<file path="src/hdl/core_isa_params.svh">
`ifndef CORE_ISA_PARAMS_SVH
`define CORE_ISA_PARAMS_SVH

// opcode key for group matching, bits 27..20 then 7..4
`define FIELD_OP(w)   {w[27:20], w[7:4]}
`define FIELD_COND(w) w[31:28]

// ####################
// group patterns over FIELD_OP, matched by priority
`define GROUP_B            12'b101?_????_????
`define GROUP_MUL          12'b0000_000?_1001
`define GROUP_ALU          12'b00??_????_????
`define GROUP_LDST_SINGLE  12'b01??_????_????
`define GROUP_LDST_MULT    12'b100?_????_????
`define INSN_SWI           12'b1111_????_????

// ####################
// data processing opcodes, bits 24..21
`define ALU_AND 4'b0000
`define ALU_EOR 4'b0001
`define ALU_SUB 4'b0010
`define ALU_RSB 4'b0011
`define ALU_ADD 4'b0100
`define ALU_ADC 4'b0101
`define ALU_SBC 4'b0110
`define ALU_RSC 4'b0111
`define ALU_TST 4'b1000
`define ALU_TEQ 4'b1001
`define ALU_CMP 4'b1010
`define ALU_CMN 4'b1011
`define ALU_ORR 4'b1100
`define ALU_MOV 4'b1101
`define ALU_BIC 4'b1110
`define ALU_MVN 4'b1111

`define R14 4'd14 // lr
`define R15 4'd15 // pc

`endif

</file>
<file path="src/hdl/core_uarch_pkg.sv">
`default_nettype none

`include "core_isa_params.svh"

package core_uarch_pkg;

	typedef logic [31:0] word;
	typedef logic [3:0]  reg_num;

	typedef enum logic [3:0] {
		alu_and = `ALU_AND,
		alu_eor = `ALU_EOR,
		alu_sub = `ALU_SUB,
		alu_rsb = `ALU_RSB,
		alu_add = `ALU_ADD,
		alu_adc = `ALU_ADC,
		alu_sbc = `ALU_SBC,
		alu_rsc = `ALU_RSC,
		alu_tst = `ALU_TST,
		alu_teq = `ALU_TEQ,
		alu_cmp = `ALU_CMP,
		alu_cmn = `ALU_CMN,
		alu_orr = `ALU_ORR,
		alu_mov = `ALU_MOV,
		alu_bic = `ALU_BIC,
		alu_mvn = `ALU_MVN
	} alu_op;

	typedef enum logic [2:0] {
		grp_none,
		grp_alu,
		grp_mul,
		grp_branch,
		grp_ldst,
		grp_swi,
		grp_undef
	} insn_group;

	typedef enum logic [1:0] {shift_lsl, shift_lsr, shift_asr, shift_ror} shift_type;

	// second operand, imm already expanded
	typedef struct packed {
		logic      is_imm;
		word       imm;
		reg_num    r;
		shift_type shift;
		logic[4:0] shift_imm;
	} snd_decode;

	typedef struct packed {
		alu_op  op;
		reg_num rd;
		reg_num rn;
		logic   uses_rn;
		logic   update_flags;
		logic   writeback;
	} data_decode;

	typedef struct packed {
		logic       load;
		logic       is_byte;
		logic       up;
		logic       pre_index;
		logic       writeback;  // base register update
		logic[11:0] imm;
		logic[15:0] reglist;
		logic       user_mode;
	} ldst_decode;

	typedef enum logic {st_idle, st_expand} seq_state;

endpackage

`default_nettype wire

</file>
<file path="src/hdl/decode_bus_if.sv">
`timescale 1ns/1ns
`default_nettype none

// one decoded instruction, group mux to sequencer
interface decode_bus_if;

	logic                       valid;
	core_uarch_pkg::insn_group  group;
	logic[3:0]                  cond;
	core_uarch_pkg::data_decode data;
	core_uarch_pkg::snd_decode  snd;
	core_uarch_pkg::ldst_decode ldst;
	logic                       is_mult;  // ldm/stm, needs expansion
	logic                       undefined;

	modport src (
		output valid, group, cond, data, snd, ldst, is_mult, undefined
	);

	modport dst (
		input valid, group, cond, data, snd, ldst, is_mult, undefined
	);

endinterface

`default_nettype wire

</file>
<file path="src/hdl/core_decode.sv">
`timescale 1ns/1ns
`default_nettype none

module core_decode (
	input  logic                      clk,
	input  logic                      rst_n,
	input  core_uarch_pkg::word       insn,
	input  logic                      insn_valid,
	output logic                      stall,
	output logic                      uop_valid,
	output core_uarch_pkg::insn_group uop_group,
	output logic[3:0]                 uop_cond,
	output core_uarch_pkg::alu_op     uop_alu_op,
	output core_uarch_pkg::reg_num    uop_rd,
	output core_uarch_pkg::reg_num    uop_rn,
	output logic                      uop_uses_rn,
	output logic                      uop_update_flags,
	output logic                      uop_writeback,
	output logic                      snd_is_imm,
	output core_uarch_pkg::word       snd_imm,
	output core_uarch_pkg::reg_num    snd_rm,
	output core_uarch_pkg::shift_type snd_shift,
	output logic[4:0]                 snd_shift_imm,
	output logic                      ldst_load,
	output logic                      ldst_byte,
	output logic                      ldst_up,
	output logic[11:0]                ldst_offset,
	output logic                      base_writeback,
	output logic                      undefined
);

	core_uarch_pkg::data_decode uop_data;
	core_uarch_pkg::snd_decode  uop_snd;
	core_uarch_pkg::ldst_decode uop_ldst;

	decode_bus_if bus ();

	core_decode_mux u_mux (
		.clk        (clk),
		.rst_n      (rst_n),
		.insn       (insn),
		.insn_valid (insn_valid),
		.stall      (stall),
		.bus        (bus.src)
	);

	core_ldm_sequencer u_seq (
		.clk            (clk),
		.rst_n          (rst_n),
		.bus            (bus.dst),
		.stall          (stall),
		.uop_valid      (uop_valid),
		.uop_group      (uop_group),
		.uop_cond       (uop_cond),
		.uop_data       (uop_data),
		.uop_snd        (uop_snd),
		.uop_ldst       (uop_ldst),
		.uop_offset     (ldst_offset),
		.base_writeback (base_writeback),
		.undefined      (undefined)
	);

	// flatten for the pins
	assign uop_alu_op       = uop_data.op;
	assign uop_rd           = uop_data.rd;
	assign uop_rn           = uop_data.rn;
	assign uop_uses_rn      = uop_data.uses_rn;
	assign uop_update_flags = uop_data.update_flags;
	assign uop_writeback    = uop_data.writeback;

	assign snd_is_imm    = uop_snd.is_imm;
	assign snd_imm       = uop_snd.imm;
	assign snd_rm        = uop_snd.r;
	assign snd_shift     = uop_snd.shift;
	assign snd_shift_imm = uop_snd.shift_imm;

	assign ldst_load = uop_ldst.load;
	assign ldst_byte = uop_ldst.is_byte;
	assign ldst_up   = uop_ldst.up;

endmodule

`default_nettype wire

</file>
<file path="src/hdl/core_decode_data.sv">
`timescale 1ns/1ns
`default_nettype none

module core_decode_data (
	input  core_uarch_pkg::word        insn,
	output core_uarch_pkg::data_decode data,
	output core_uarch_pkg::snd_decode  snd,
	output logic                       snd_undefined,
	output core_uarch_pkg::data_decode mul_data,
	output core_uarch_pkg::snd_decode  mul_snd
);

	core_uarch_pkg::alu_op op;
	logic                  is_cmp;
	logic[31:0]            imm_zx;
	logic[63:0]            imm_dbl;

	assign op      = core_uarch_pkg::alu_op'(insn[24:21]);
	assign is_cmp  = insn[24:23] == 2'b10; // tst teq cmp cmn
	assign imm_zx  = {24'd0, insn[7:0]};
	assign imm_dbl = {imm_zx, imm_zx} >> {insn[11:8], 1'b0}; // low half is the ror

	// ####################
	always_comb begin
		data.op           = op;
		data.rd           = insn[15:12];
		data.rn           = insn[19:16];
		data.uses_rn      = !(op inside {core_uarch_pkg::alu_mov, core_uarch_pkg::alu_mvn});
		data.update_flags = insn[20] | is_cmp;
		data.writeback    = !is_cmp; // compares only set flags

		snd.is_imm = insn[25];
		snd.r      = insn[3:0];
		if (insn[25]) begin
			snd.imm       = imm_dbl[31:0];
			snd.shift     = core_uarch_pkg::shift_lsl;
			snd.shift_imm = 5'd0;
		end else begin
			snd.imm       = 32'd0;
			snd.shift     = core_uarch_pkg::shift_type'(insn[6:5]);
			snd.shift_imm = insn[11:7];
		end
	end

	// shift by register, also catches the misc 1xx1 space
	assign snd_undefined = !insn[25] && insn[4];

	// ####################
	// mul: rd 19:16, rs 11:8, rm 3:0
	always_comb begin
		mul_data.op           = core_uarch_pkg::alu_mov; // not looked at for mul
		mul_data.rd           = insn[19:16];
		mul_data.rn           = insn[11:8];
		mul_data.uses_rn      = 1'b1;
		mul_data.update_flags = insn[20];
		mul_data.writeback    = 1'b1;

		mul_snd        = '0;
		mul_snd.is_imm = 1'b0;
		mul_snd.r      = insn[3:0];
	end

endmodule

`default_nettype wire

</file>
<file path="src/hdl/core_decode_ldst.sv">
`timescale 1ns/1ns
`default_nettype none

module core_decode_ldst (
	input  core_uarch_pkg::word        insn,
	output core_uarch_pkg::ldst_decode single,
	output core_uarch_pkg::ldst_decode multiple,
	output core_uarch_pkg::snd_decode  single_snd,
	output logic                       list_empty
);

	// ldr/str
	always_comb begin
		single.load      = insn[20];
		single.writeback = insn[21];
		single.is_byte   = insn[22];
		single.up        = insn[23];
		single.pre_index = insn[24];
		single.imm       = insn[11:0];
		single.reglist   = 16'd0;
		single.user_mode = !insn[24] && insn[21]; // ldrt/strt form

		single_snd.is_imm = !insn[25]; // I set means register offset here
		single_snd.r      = insn[3:0];
		if (insn[25]) begin
			single_snd.imm       = 32'd0;
			single_snd.shift     = core_uarch_pkg::shift_type'(insn[6:5]);
			single_snd.shift_imm = insn[11:7];
		end else begin
			single_snd.imm       = {20'd0, insn[11:0]};
			single_snd.shift     = core_uarch_pkg::shift_lsl;
			single_snd.shift_imm = 5'd0;
		end
	end

	// ldm/stm
	always_comb begin
		multiple.load      = insn[20];
		multiple.writeback = insn[21];
		multiple.user_mode = insn[22]; // S bit
		multiple.up        = insn[23];
		multiple.pre_index = insn[24];
		multiple.is_byte   = 1'b0;
		multiple.imm       = 12'd0;
		multiple.reglist   = insn[15:0];
	end

	assign list_empty = insn[15:0] == 16'd0;

endmodule

`default_nettype wire

</file>
<file path="src/hdl/core_decode_mux.sv">
`timescale 1ns/1ns
`default_nettype none

`include "core_isa_params.svh"

module core_decode_mux (
	input  logic                clk,
	input  logic                rst_n,
	input  core_uarch_pkg::word insn,
	input  logic                insn_valid,
	input  logic                stall,
	decode_bus_if.src           bus
);

	core_uarch_pkg::data_decode dp_data;
	core_uarch_pkg::data_decode mul_data;
	core_uarch_pkg::snd_decode  dp_snd;
	core_uarch_pkg::snd_decode  mul_snd;
	core_uarch_pkg::snd_decode  ldst_snd;
	core_uarch_pkg::ldst_decode ldst_single;
	core_uarch_pkg::ldst_decode ldst_multiple;
	logic                       dp_snd_undefined;
	logic                       list_empty;
	logic                       psr_form;

	core_decode_data u_data (
		.insn          (insn),
		.data          (dp_data),
		.snd           (dp_snd),
		.snd_undefined (dp_snd_undefined),
		.mul_data      (mul_data),
		.mul_snd       (mul_snd)
	);

	core_decode_ldst u_ldst (
		.insn       (insn),
		.single     (ldst_single),
		.multiple   (ldst_multiple),
		.single_snd (ldst_snd),
		.list_empty (list_empty)
	);

	assign bus.valid = insn_valid & ~stall;
	assign bus.cond  = `FIELD_COND(insn);
	assign psr_form  = insn[24:23] == 2'b10 && !insn[20]; // compare without S is mrs/msr/bx

	always_comb begin
		bus.group     = core_uarch_pkg::grp_none;
		bus.is_mult   = 1'b0;
		bus.undefined = 1'b0;

		bus.data         = '0;
		bus.data.uses_rn = 1'b1;
		bus.snd          = '0;
		bus.snd.is_imm   = 1'b1;
		bus.ldst         = '0;

		// mul has to win over alu
		priority casez (`FIELD_OP(insn))
			`GROUP_B: begin
				bus.group        = core_uarch_pkg::grp_branch;
				bus.data.uses_rn = insn[24];
				if (insn[24]) begin // bl: lr = pc - 4
					bus.data.op        = core_uarch_pkg::alu_sub;
					bus.data.rd        = `R14;
					bus.data.rn        = `R15;
					bus.data.writeback = 1'b1;
					bus.snd.imm        = 32'd4;
				end
			end

			`GROUP_MUL: begin
				bus.group = core_uarch_pkg::grp_mul;
				bus.data  = mul_data;
				bus.snd   = mul_snd;
			end

			`GROUP_ALU: begin
				bus.group     = core_uarch_pkg::grp_alu;
				bus.data      = dp_data;
				bus.snd       = dp_snd;
				bus.undefined = dp_snd_undefined | psr_form;
			end

			`GROUP_LDST_SINGLE: begin
				bus.group          = core_uarch_pkg::grp_ldst;
				bus.ldst           = ldst_single;
				bus.snd            = ldst_snd;
				bus.data.op        = insn[23] ? core_uarch_pkg::alu_add : core_uarch_pkg::alu_sub;
				bus.data.rd        = insn[15:12];
				bus.data.rn        = insn[19:16];
				bus.data.writeback = ldst_single.load | ldst_single.writeback;
				bus.undefined      = insn[25] & insn[4]; // media space
			end

			`GROUP_LDST_MULT: begin
				bus.group          = core_uarch_pkg::grp_ldst;
				bus.is_mult        = 1'b1;
				bus.ldst           = ldst_multiple;
				bus.snd.imm        = 32'd4;
				bus.data.op        = insn[23] ? core_uarch_pkg::alu_add : core_uarch_pkg::alu_sub;
				bus.data.rn        = insn[19:16]; // rd filled in per uop
				bus.data.writeback = ldst_multiple.load;
				bus.undefined      = list_empty;
			end

			`INSN_SWI: begin
				bus.group        = core_uarch_pkg::grp_swi;
				bus.data.uses_rn = 1'b0;
			end

			default:
				bus.undefined = 1'b1;
		endcase

		if (bus.undefined) begin
			bus.group   = core_uarch_pkg::grp_undef;
			bus.is_mult = 1'b0;
			bus.data    = '0;
			bus.snd     = '0;
			bus.ldst    = '0;
		end
	end

	// nothing accepted by the sequencer may leave the mux unclassified
	assert property (@(posedge clk) disable iff (!rst_n)
		bus.valid |-> bus.group != core_uarch_pkg::grp_none);

endmodule

`default_nettype wire

</file>
<file path="src/hdl/core_ldm_sequencer.sv">
`timescale 1ns/1ns
`default_nettype none

module core_ldm_sequencer (
	input  logic                       clk,
	input  logic                       rst_n,
	decode_bus_if.dst                  bus,
	output logic                       stall,
	output logic                       uop_valid,
	output core_uarch_pkg::insn_group  uop_group,
	output logic[3:0]                  uop_cond,
	output core_uarch_pkg::data_decode uop_data,
	output core_uarch_pkg::snd_decode  uop_snd,
	output core_uarch_pkg::ldst_decode uop_ldst,
	output logic[11:0]                 uop_offset,
	output logic                       base_writeback,
	output logic                       undefined
);

	core_uarch_pkg::seq_state   state;
	core_uarch_pkg::data_decode r_data;
	core_uarch_pkg::reg_num     cur_reg;
	logic[4:0]                  count;
	logic[3:0]                  index;
	logic[4:0]                  mult;
	logic                       last;
	logic                       load;
	logic                       step;

	core_reglist_counter u_counter (
		.clk     (clk),
		.rst_n   (rst_n),
		.load    (load),
		.step    (step),
		.reglist (bus.ldst.reglist),
		.count   (count),
		.index   (index),
		.cur_reg (cur_reg),
		.last    (last)
	);

	assign load  = bus.valid & bus.is_mult;
	assign step  = (state == core_uarch_pkg::st_expand) & ~last;
	assign stall = step; // source holds until the last uop is out

	// ####################
	always_ff @(posedge clk or negedge rst_n) begin
		if (!rst_n) begin
			state     <= core_uarch_pkg::st_idle;
			uop_valid <= 1'b0;
			undefined <= 1'b0;
		end else begin
			uop_valid <= bus.valid | step;
			undefined <= bus.valid & bus.undefined;
			if (bus.valid)
				state <= bus.is_mult ? core_uarch_pkg::st_expand : core_uarch_pkg::st_idle;
			else if (!step)
				state <= core_uarch_pkg::st_idle;
		end
	end

	always_ff @(posedge clk) begin
		if (bus.valid) begin
			uop_group <= bus.group;
			uop_cond  <= bus.cond;
			r_data    <= bus.data;
			uop_snd   <= bus.snd;
			uop_ldst  <= bus.ldst;
		end
	end

	// word multiplier by addressing mode
	always_comb begin
		unique case ({uop_ldst.pre_index, uop_ldst.up})
			2'b01: mult = {1'b0, index};               // ia
			2'b11: mult = {1'b0, index} + 5'd1;        // ib
			2'b00: mult = count - {1'b0, index} - 5'd1; // da
			2'b10: mult = count - {1'b0, index};       // db
		endcase
	end

	always_comb begin
		uop_data       = r_data;
		uop_offset     = uop_ldst.imm;
		base_writeback = uop_ldst.writeback;
		if (state == core_uarch_pkg::st_expand) begin
			uop_data.rd    = cur_reg;
			uop_offset     = {5'd0, mult, 2'b00};
			base_writeback = uop_ldst.writeback & last;
		end
	end

	// a fresh uop out of idle must come from an accepted word
	assert property (@(posedge clk) disable iff (!rst_n)
		(state == core_uarch_pkg::st_idle && $rose(uop_valid)) |-> $past(bus.valid));

endmodule

`default_nettype wire

</file>
<file path="src/hdl/core_reglist_counter.sv">
`timescale 1ns/1ns
`default_nettype none

module core_reglist_counter (
	input  logic                   clk,
	input  logic                   rst_n,
	input  logic                   load,
	input  logic                   step,
	input  logic[15:0]             reglist,
	output logic[4:0]              count,
	output logic[3:0]              index,
	output core_uarch_pkg::reg_num cur_reg,
	output logic                   last
);

	logic[15:0] mask; // registers not yet emitted
	logic[4:0]  pop;

	always_comb begin
		pop = 5'd0;
		for (int i = 0; i < 16; i++)
			pop = pop + {4'd0, reglist[i]};
	end

	always_ff @(posedge clk or negedge rst_n) begin
		if (!rst_n) begin
			mask  <= 16'd0;
			count <= 5'd0;
			index <= 4'd0;
		end else if (load) begin
			mask  <= reglist;
			count <= pop;
			index <= 4'd0;
		end else if (step) begin
			mask  <= mask & (mask - 16'd1); // drop lowest bit
			index <= index + 4'd1;
		end
	end

	// lowest set bit wins
	always_comb begin
		cur_reg = 4'd0;
		for (int i = 15; i >= 0; i--)
			if (mask[i])
				cur_reg = core_uarch_pkg::reg_num'(i);
	end

	assign last = (mask & (mask - 16'd1)) == 16'd0;

	assert property (@(posedge clk) disable iff (!rst_n) step |-> mask != 16'd0);

endmodule

`default_nettype wire

</file>
<file path="config.mk">
export PLATFORM = sky130hd
export DESIGN_NAME = core_decode
export DESIGN_NICKNAME = d
export VERILOG_FILES = /design/src/hdl/core_uarch_pkg.sv /design/src/hdl/decode_bus_if.sv /design/src/hdl/core_decode.sv /design/src/hdl/core_decode_data.sv /design/src/hdl/core_decode_ldst.sv /design/src/hdl/core_decode_mux.sv /design/src/hdl/core_ldm_sequencer.sv /design/src/hdl/core_reglist_counter.sv
export VERILOG_INCLUDE_DIRS = /design/src /design/src/hdl
export SDC_FILE = /design/constraint.sdc
export NUM_CORES = 1
export LEC_CHECK = 0
export BUFFER_PORTS_ARGS = -buffer_cell sky130_fd_sc_hd__buf_2
export CAP_MARGIN = 20
export CORE_UTILIZATION = 27
export DETAILED_ROUTE_END_ITERATION = 10
export PLACE_DENSITY = 0.5
export REMOVE_ABC_BUFFERS = 1
export SYNTH_ARGS = -nofsm -noshare
export SYNTH_HDL_FRONTEND = slang
export SYNTH_HIERARCHICAL = 1
export SYNTH_SLANG_ARGS = --single-unit
</file>
<file path="constraint.sdc">
create_clock -name clk -period 7.5 [get_ports clk]
set_input_delay 0.75 -clock clk [delete_from_list [all_inputs] [get_ports clk]]
set_output_delay 0.75 -clock clk [all_outputs]
set_load 0.02 [all_outputs]
</file>
# Word level (Yosys, flattened, before mapping)
# Index checks and enable logic that the tools add are counted.
# W data, S select, Z words.
# totals
in_bits	35
ramBits	0
mem_bits_ro	0
register_bits	111
latchBits	0
memories	0
elab_cells	153
out_inout_bits	85
# op_classes
n_eq_ne	12
order_cmp	0
shifts	1
div_mod_pow	0
mul	0
n_bitwise	13
mux	63
n_reduce_logical	19
n_addsub	20
# op_table
cell	n
$pmux W32 S3	1
$mux W4	21
$pmux W34 S2	1
$pmux W32 S2	1
$add A5 B1 Y5	11
$pmux W11 S2	2
$shr A40 B5 Y32	1
$mux W17	2
$logic_not A16 Y1	2
$mux W16	2
$mux W32	1
$pmux W4 S2	4
$mux W12	2
$pmux W5 S4	1
$and A16 B16 Y16	1
$sub A16 B1 Y16 const B	1
$mux W7	2
$eq A4 B4 Y1 const B	3
$pmux W1 S2	6
$eq A11 B4 Y1 const B	1
$mux W1	10
$mux W10	1
$pmux W3 S3	1
$and A1 B1 Y1	6
24 further kinds	44

# Logic depth before layout (Yosys ltp)
# Gate-level depths: netlist (run 1).
# logic_depth
depth_word	21
ltp_mapped	20
mapped_depth_nobuf	19

# Hierarchy
# The synthesis (run 1) kept the hierarchy.
# modules_own_cells
mod	instances	seq_area_each_um2	cells_each	area_each_um2
core_ldm_sequencer	1	3078.0	189	3711.1
core_decode_mux	1	0.0	373	2338.5
core_reglist_counter	1	625.6	204	1831.8
core_decode_data	1	0.0	201	1398.8
core_decode_ldst	1	0.0	120	862.1

# Least setup slack after synthesis (run 1)
# No wires, ideal clock.
# synth_path
kind	reg2reg
startpoint	register u_seq.u_counter.mask[5]
endpoint	register u_seq.u_counter.count[0]
synth_period_minus_slack_ps	7976
path_buffers	1
setup_time_ps	125
setup_slack_ps	-476
arrival_ps	7851
required_time_ps	7375
path_stages_with_launch	12
cell_sequence	dfrtp_1 > or4_4 > or3_1 > a211o_1 > o31ai_1 > and4_1 > nand2b_1 > inv_1 > nor2b_1 > and2_1 > buf_1 > mux2_2
# synth_between
elab_chain_cells	8
# synth_rtl
item	line	source
start: declaration	core_reglist_counter.sv:16	logic[15:0] mask;
start signal: assignment	core_reglist_counter.sv:31	mask <= reglist;
start signal: assignment	core_reglist_counter.sv:35	mask <= mask & (mask - 16'd1);
$sub A16 B1 Y16	core_reglist_counter.sv:48	assign last = (mask & (mask - 16'd1)) == 16'd0;
$and A16 B16 Y16 (*)	core_reglist_counter.sv:48	
$logic_not A16 Y1 (*)	core_reglist_counter.sv:48	
named net u_seq.last	core_ldm_sequencer.sv:26	logic last;
$not A1 Y1 (*)	core_ldm_sequencer.sv:43	assign step = (state == core_uarch_pkg::st_expand) & ~last;
$and A1 B1 Y1 (*)	core_ldm_sequencer.sv:43	
named net stall	core_decode.sv:9	output logic stall,
$not A1 Y1 (*)	core_decode_mux.sv:43	assign bus.valid = insn_valid & ~stall;
$and A1 B1 Y1 (*)	core_decode_mux.sv:43	
named net bus.valid	decode_bus_if.sv:7	logic valid;
$and A1 B1 Y1 (*)	core_ldm_sequencer.sv:42	assign load = bus.valid & bus.is_mult;
named net u_seq.load	core_ldm_sequencer.sv:27	logic load;
end signal: assignment	core_reglist_counter.sv:32	count <= pop;
end: declaration	core_reglist_counter.sv:10	output logic[4:0] count,
# The timed path passes the listed nets; every way through them passes the cells marked *.
# A chain may end at the register's enable or synchronous reset.

==> flow_metrics.tcl, run 1 <==
set metrics [dict create \
    status "complete, no violations" \
    synth_cells 1066 \
    die_y_microns 190.6 \
    antenna_found_initial 0 \
    dpl.hpwl_microns 17420 \
    io_buffers 119 \
    overflow 0 \
    place.gp.congestion 0.8000 \
    dieArea_sq_um 36340 \
    grt_use_total_pct 13.94 \
    worst_setup_path_end_kind "flip-flop" \
    nets 1108 \
    slew_headroom_pct 41.76 \
    synth_warnings 6 \
    ctsResizeCount 0 \
    rr_startpoint "u_seq/u_counter/mask[5]" \
    hp-class "input pin to async pin" \
    setup_viol 0 \
    grt_max_degree 57 \
    synth_area_per_cell_sq_um 9.012 \
    chipWidth_microns 190.6 \
    path_clk_slew_ns 0.07 \
    reg2reg_slack_ns 3.06 \
    period_share_pct 72.94 \
    period_minus_slack_ns 5.470 \
    first_pass_iters 5 \
    routedWlPerCell_microns 16.18 \
    synth_area_sq_um 9607 \
    ff2ff_path_depth 10 \
    postCtsHoldBufs 0 \
    viasPerCell 4.546 \
    syn_to_final_growth_pct 2.279 \
    initial_core_util_pct 27.61 \
    fmax_ghz 0.1828 \
    worst_hold_slack_ns 0.4034 \
    fillers 3707 \
    tns_ns 0 \
    core_sq_um 34800 \
    path_class "input pin to flip-flop" \
    numCtsBuffers 9 \
    max-clock-path-buffers 2 \
    ios 120 \
    critPathLaunchType "input pin" \
    placed_area_sq_um 9504 \
    cts.htree.levels 3 \
    postCtsSetupRepairBufs 0 \
    maxCapViolCount 0 \
    root_buffer "clkbuf_16" \
    rows 68 \
    grt_pass1_vias 6586 \
    setup_ws_ns 2.030 \
    via_count 6864 \
    clk_latency_ns 0.37 \
    rr_endpoint "u_seq/uop_snd[8]" \
    grt_pass1_wl_microns 38830 \
    num_antenna_cells 0 \
    clkSinkCount 111 \
    routed_wl_microns 24430 \
    layout-drive-gt1-share_pct 20.85 \
    final_cells 1510 \
    required_ns 7.76 \
    peakVddDrop_uv 147.5 \
    tightest_slew_ns 0.8736 \
    drcViolationCount 0 \
    fin_skew_ns 0.01094 \
    cts_tree "built" \
    leakagePower_nw 4.013 \
    final_area_sq_um 9826 \
    path_max_fanout 48 \
    pre_cts_slack_ns 1.660 \
    ant_nets 0 \
    arrival_ns 5.73 \
    finalMaxSlewViolations 0 \
    power_density_nw_per_um2 230.7 \
    dp_cells 1494 \
    first_iter_violations 430 \
    rsz0062_at_grt "false" \
    hold_viol_final 0 \
]
## layout by cell type (no fill, tap or decap), drive strengths merged, types with 6 or more instances in the layout
cell type  instances
o31ai              7
fa                11
o211ai             6
mux2i             40
a22oi             33
and2              15
xnor2              8
buf              133
nand2b            16
nor3              13
nand3             34
o22ai              6
mux2              35
nor2              89
or4                6
o21ai             58
dfrtp             28
clkbuf             9
a21oi             41
conb              95
ha                12
inv               49
nand2             86
nor2b             33
nor4              12
edfxtp            83
## flip-flops by register name (all words and copies together), names as in the netlist
signal / cells
u_seq/uop_valid: 1
u_seq/u_counter/count: 5
u_seq/uop_group: 3
u_seq/state: 1
u_seq/uop_data: 11
u_seq/undefined: 1
u_seq/r_data: 4
u_seq/u_counter/index: 4
u_seq/uop_cond: 4
u_seq/u_counter/mask: 16
u_seq/uop_ldst: 17
u_seq/uop_snd: 44
## worst max-delay path, stage by stage
cell	delay (ns)
buf_2	0.64
nor2b_1	0.10
o21ai_1	0.47
nand3_2	0.11
buf_4	0.26
nor2_1	0.19
inv_1	0.08
fa_1	0.55
fa_1	0.44
fa_1	0.53
fa_1	0.40
inv_1	0.06
ha_1	0.15
inv_1	0.06
fa_1	0.45
xnor2_1	0.15
mux2_2	0.26
## power breakdown
group          switching [mW]  total (mW)  internal, mW
logic                   0.493       0.856         0.363
registers               0.109       0.879         0.770
clock network           0.237       0.531         0.294
total                   0.839        2.27          1.43
## final cells by class
type                    count  area (sq um)  share of cell area, %
multi-input cells         747          4858                  49.45
flip-flops and latches    111          3193                  32.50
repair buffers            133         703.2                  7.156
well taps                 455         569.3                  5.794
clock buffers               9         225.2                  2.292
inverters                  48         180.2                  1.834
clock inverters             7         96.34                 0.9805
## through the flow
step                util [%]  power, mW
global placement       27.31      1.742
global route           28.24      2.425
detailed placement     27.31      1.752
floorplan                  -      1.487
CTS                    28.24      2.295
finish                 28.24      2.267
## metal layers
metal,wire length [microns],global-route usage (%),vias up
li1,-,-,3406
met3,960,2.337,11
met1,11400,19.14,3287
met5,0,0,-
met2,11880,22.87,160
met4,184,2.831,0
## worst max path at each step
stage	start	end	slack, ns
after global routing	insn[25]	u_seq/u_counter/count[2]	1.62
after global placement	insn[25]	u_seq/u_counter/count[2]	1.76
after detailed placement	insn[25]	u_seq/u_counter/count[2]	1.66
after CTS	insn[25]	u_seq/u_counter/count[2]	2.07
after floorplan	u_seq/u_counter/mask[5]	u_seq/u_counter/count[0]	-0.13
final	insn[25]	u_seq/u_counter/count[2]	2.03
(Power assumes the default switching activity.)
==> run 2: changes to the inputs <==
- ABC_AREA: not set -> 1
- PLACE_DENSITY: 0.5 -> 0.48
- clock period: 7.5 -> 5.5 ns (I/O delays scaled with it)
==> run 2 against run 1 <==
Compared with the run above: non-clock buffer count grew 5; wire length grew 15%; first-iteration DRC count grew 44%; largest power group is now combinational cells.
==> flow_metrics.tcl, run 2 <==
set metrics [dict create \
    first_iter_violations 618 \
    status "complete, no violations" \
    ant_nets 0 \
    rr_startpoint "u_seq/u_counter/mask[0]" \
    overflow 0 \
    worst_setup_path_end_kind "flip-flop" \
    ios 120 \
    period_minus_slack_ns 4.679 \
    via_count 8203 \
    clkSinkCount 111 \
    layout_commonest_cell "nand2_1" \
    power_density_nw_per_um2 308.0 \
    hp-class "input pin to async pin" \
    synth_warnings 6 \
    largest_register_ffs 44 \
    cpMostUsedCell "fa_1" \
    chipWidth_microns 195.2 \
    syn_to_final_growth_pct 2.546 \
    root_buffer "clkbuf_16" \
    first_pass_iters 5 \
    grt_pass1_vias 7952 \
    tightest_slew_ns 0.9607 \
    postCtsHoldBufs 0 \
    postCtsSetupRepairBufs 0 \
    setup_ws_ns 0.8206 \
    synth_area_per_cell_sq_um 7.097 \
    dieArea_sq_um 38100 \
    rows 70 \
    initial_core_util_pct 27.46 \
    layout-drive-gt1-share_pct 14.78 \
    period_share_pct 85.08 \
    regMostFlops "u_seq/uop_snd" \
    max-clock-path-buffers 2 \
    routedWlPerCell_microns 14.92 \
    die_y_microns 195.2 \
    finalMaxSlewViolations 0 \
    grt_max_degree 59 \
    arrival_ns 4.95 \
    leakagePower_nw 5.366 \
    dpl.hpwl_microns 20770 \
    numCtsBuffers 9 \
    cts.htree.levels 3 \
    place.gp.congestion 0.8736 \
    path_clk_slew_ns 0.08 \
    cts_tree "built" \
    path_class "input pin to flip-flop" \
    nets 1474 \
    synth_cells 1420 \
    viasPerCell 4.340 \
    crit_chain "buf_2 > nor2_4 > nand2_1 > nor2_2 > a21oi_1 > nand2_2 > inv_2 > nor2_1 > inv_1 > fa_1 > fa_1 > fa_1 > fa_1 > inv_1 > ha_1 > inv_1 > fa_1 > nor2_1 > nor2_1 > a22o_1" \
    drcViolationCount 0 \
    ff2ff_path_depth 15 \
    final_cell_mix "429 x nand2_1, 186 x inv_1, 142 x nor2_1" \
    core_sq_um 36700 \
    maxCapViolCount 0 \
    grt_use_total_pct 15.18 \
    required_ns 5.77 \
    peakVddDrop_uv 170.5 \
    synth_area_sq_um 10080 \
    worst_hold_slack_ns 0.2123 \
    antenna_found_initial 5 \
    path_max_fanout 21 \
    fin_skew_ns 0.01071 \
    max_stage_delay_ns 0.51 \
    pre_cts_slack_ns 0.4392 \
    critPathLaunchType "input pin" \
    rsz0062_at_grt "false" \
    post-route-util_pct 28.16 \
    grt_pass1_wl_microns 44620 \
    fmax_ghz 0.2137 \
    reg2reg_slack_ns 1.80 \
    critPathSlowestCell "fa_1" \
    hold_viol_final 0 \
    clk_latency_ns 0.38 \
    setup_viol 0 \
    io_buffers 119 \
    routed_wl_microns 28210 \
    largestRegisters "u_seq/uop_snd x44, u_seq/uop_ldst x17, u_seq/u_counter/mask x16" \
    ctsResizeCount 0 \
    rr_endpoint "u_seq/u_counter/mask[14]" \
    slew_headroom_pct 35.80 \
]
[run 2: metal layers]
metal | GRT usage, % | wire length [microns]
met1 | 20.32 | 13310
met2 | 24.50 | 12950
met3 | 3.057 | 1318
met4 | 4.695 | 564
met5 | 0 | 57
[run 2: area by class of cell]
class                   instances  area, sq um
flip-flops and latches        111         3193
multi-input cells             954         4738
clock inverters                 2        13.76
well taps                     468        585.6
diodes                          1        2.502
fillers                      4041        26360
inverters                     202        773.2
repair buffers                138        742.0
clock buffers                  14        285.3
[run 2: how the worst max path moves through the flow]
stage | slack, ns | endpoint | cells after the start | startpoint
after floorplan | -1.23 | u_seq/u_counter/mask[12] | 14 | u_seq/u_counter/mask[4]
after global placement | 0.50 | u_seq/u_counter/count[2] | 25 | insn[4]
after detailed placement | 0.44 | u_seq/u_counter/count[2] | 25 | insn[4]
after CTS | 0.86 | u_seq/u_counter/count[2] | 21 | insn[27]
after global routing | 0.46 | u_seq/u_counter/count[2] | 21 | insn[27]
final | 0.82 | u_seq/u_counter/count[2] | 20 | insn[27]
[run 2: worst max-delay path: cells and delay by family]
kind / cells / cell delay [ns]
adders and majority gates: 6 / 2.42
buffers and inverters: 5 / 0.82
and+or+nand+nor: 7 / 0.65
AOI/OAI and AO/OA: 2 / 0.48
[run 2: metrics by stage]
step | area [sq um] | cells | power [mW] | TNS, ns
after floorplan | 8692 | 1267 | 2.120 | -42.39
after global placement | 10020 | 1872 | 2.525 | 0
after detailed placement | 10020 | 1872 | 2.525 | 0
after CTS | 10320 | 1888 | 3.232 | 0
after global routing | 10330 | 1889 | 3.436 | 0
final | 10330 | 1890 | 3.183 | 0
[run 2: power breakdown]
group	switching (mW)	total (mW)	internal, mW	leakage [nW]
combinational	0.895	1.35	0.455	4.00
sequential	0.104	1.15	1.05	1.22
clock	0.322	0.683	0.361	0.148
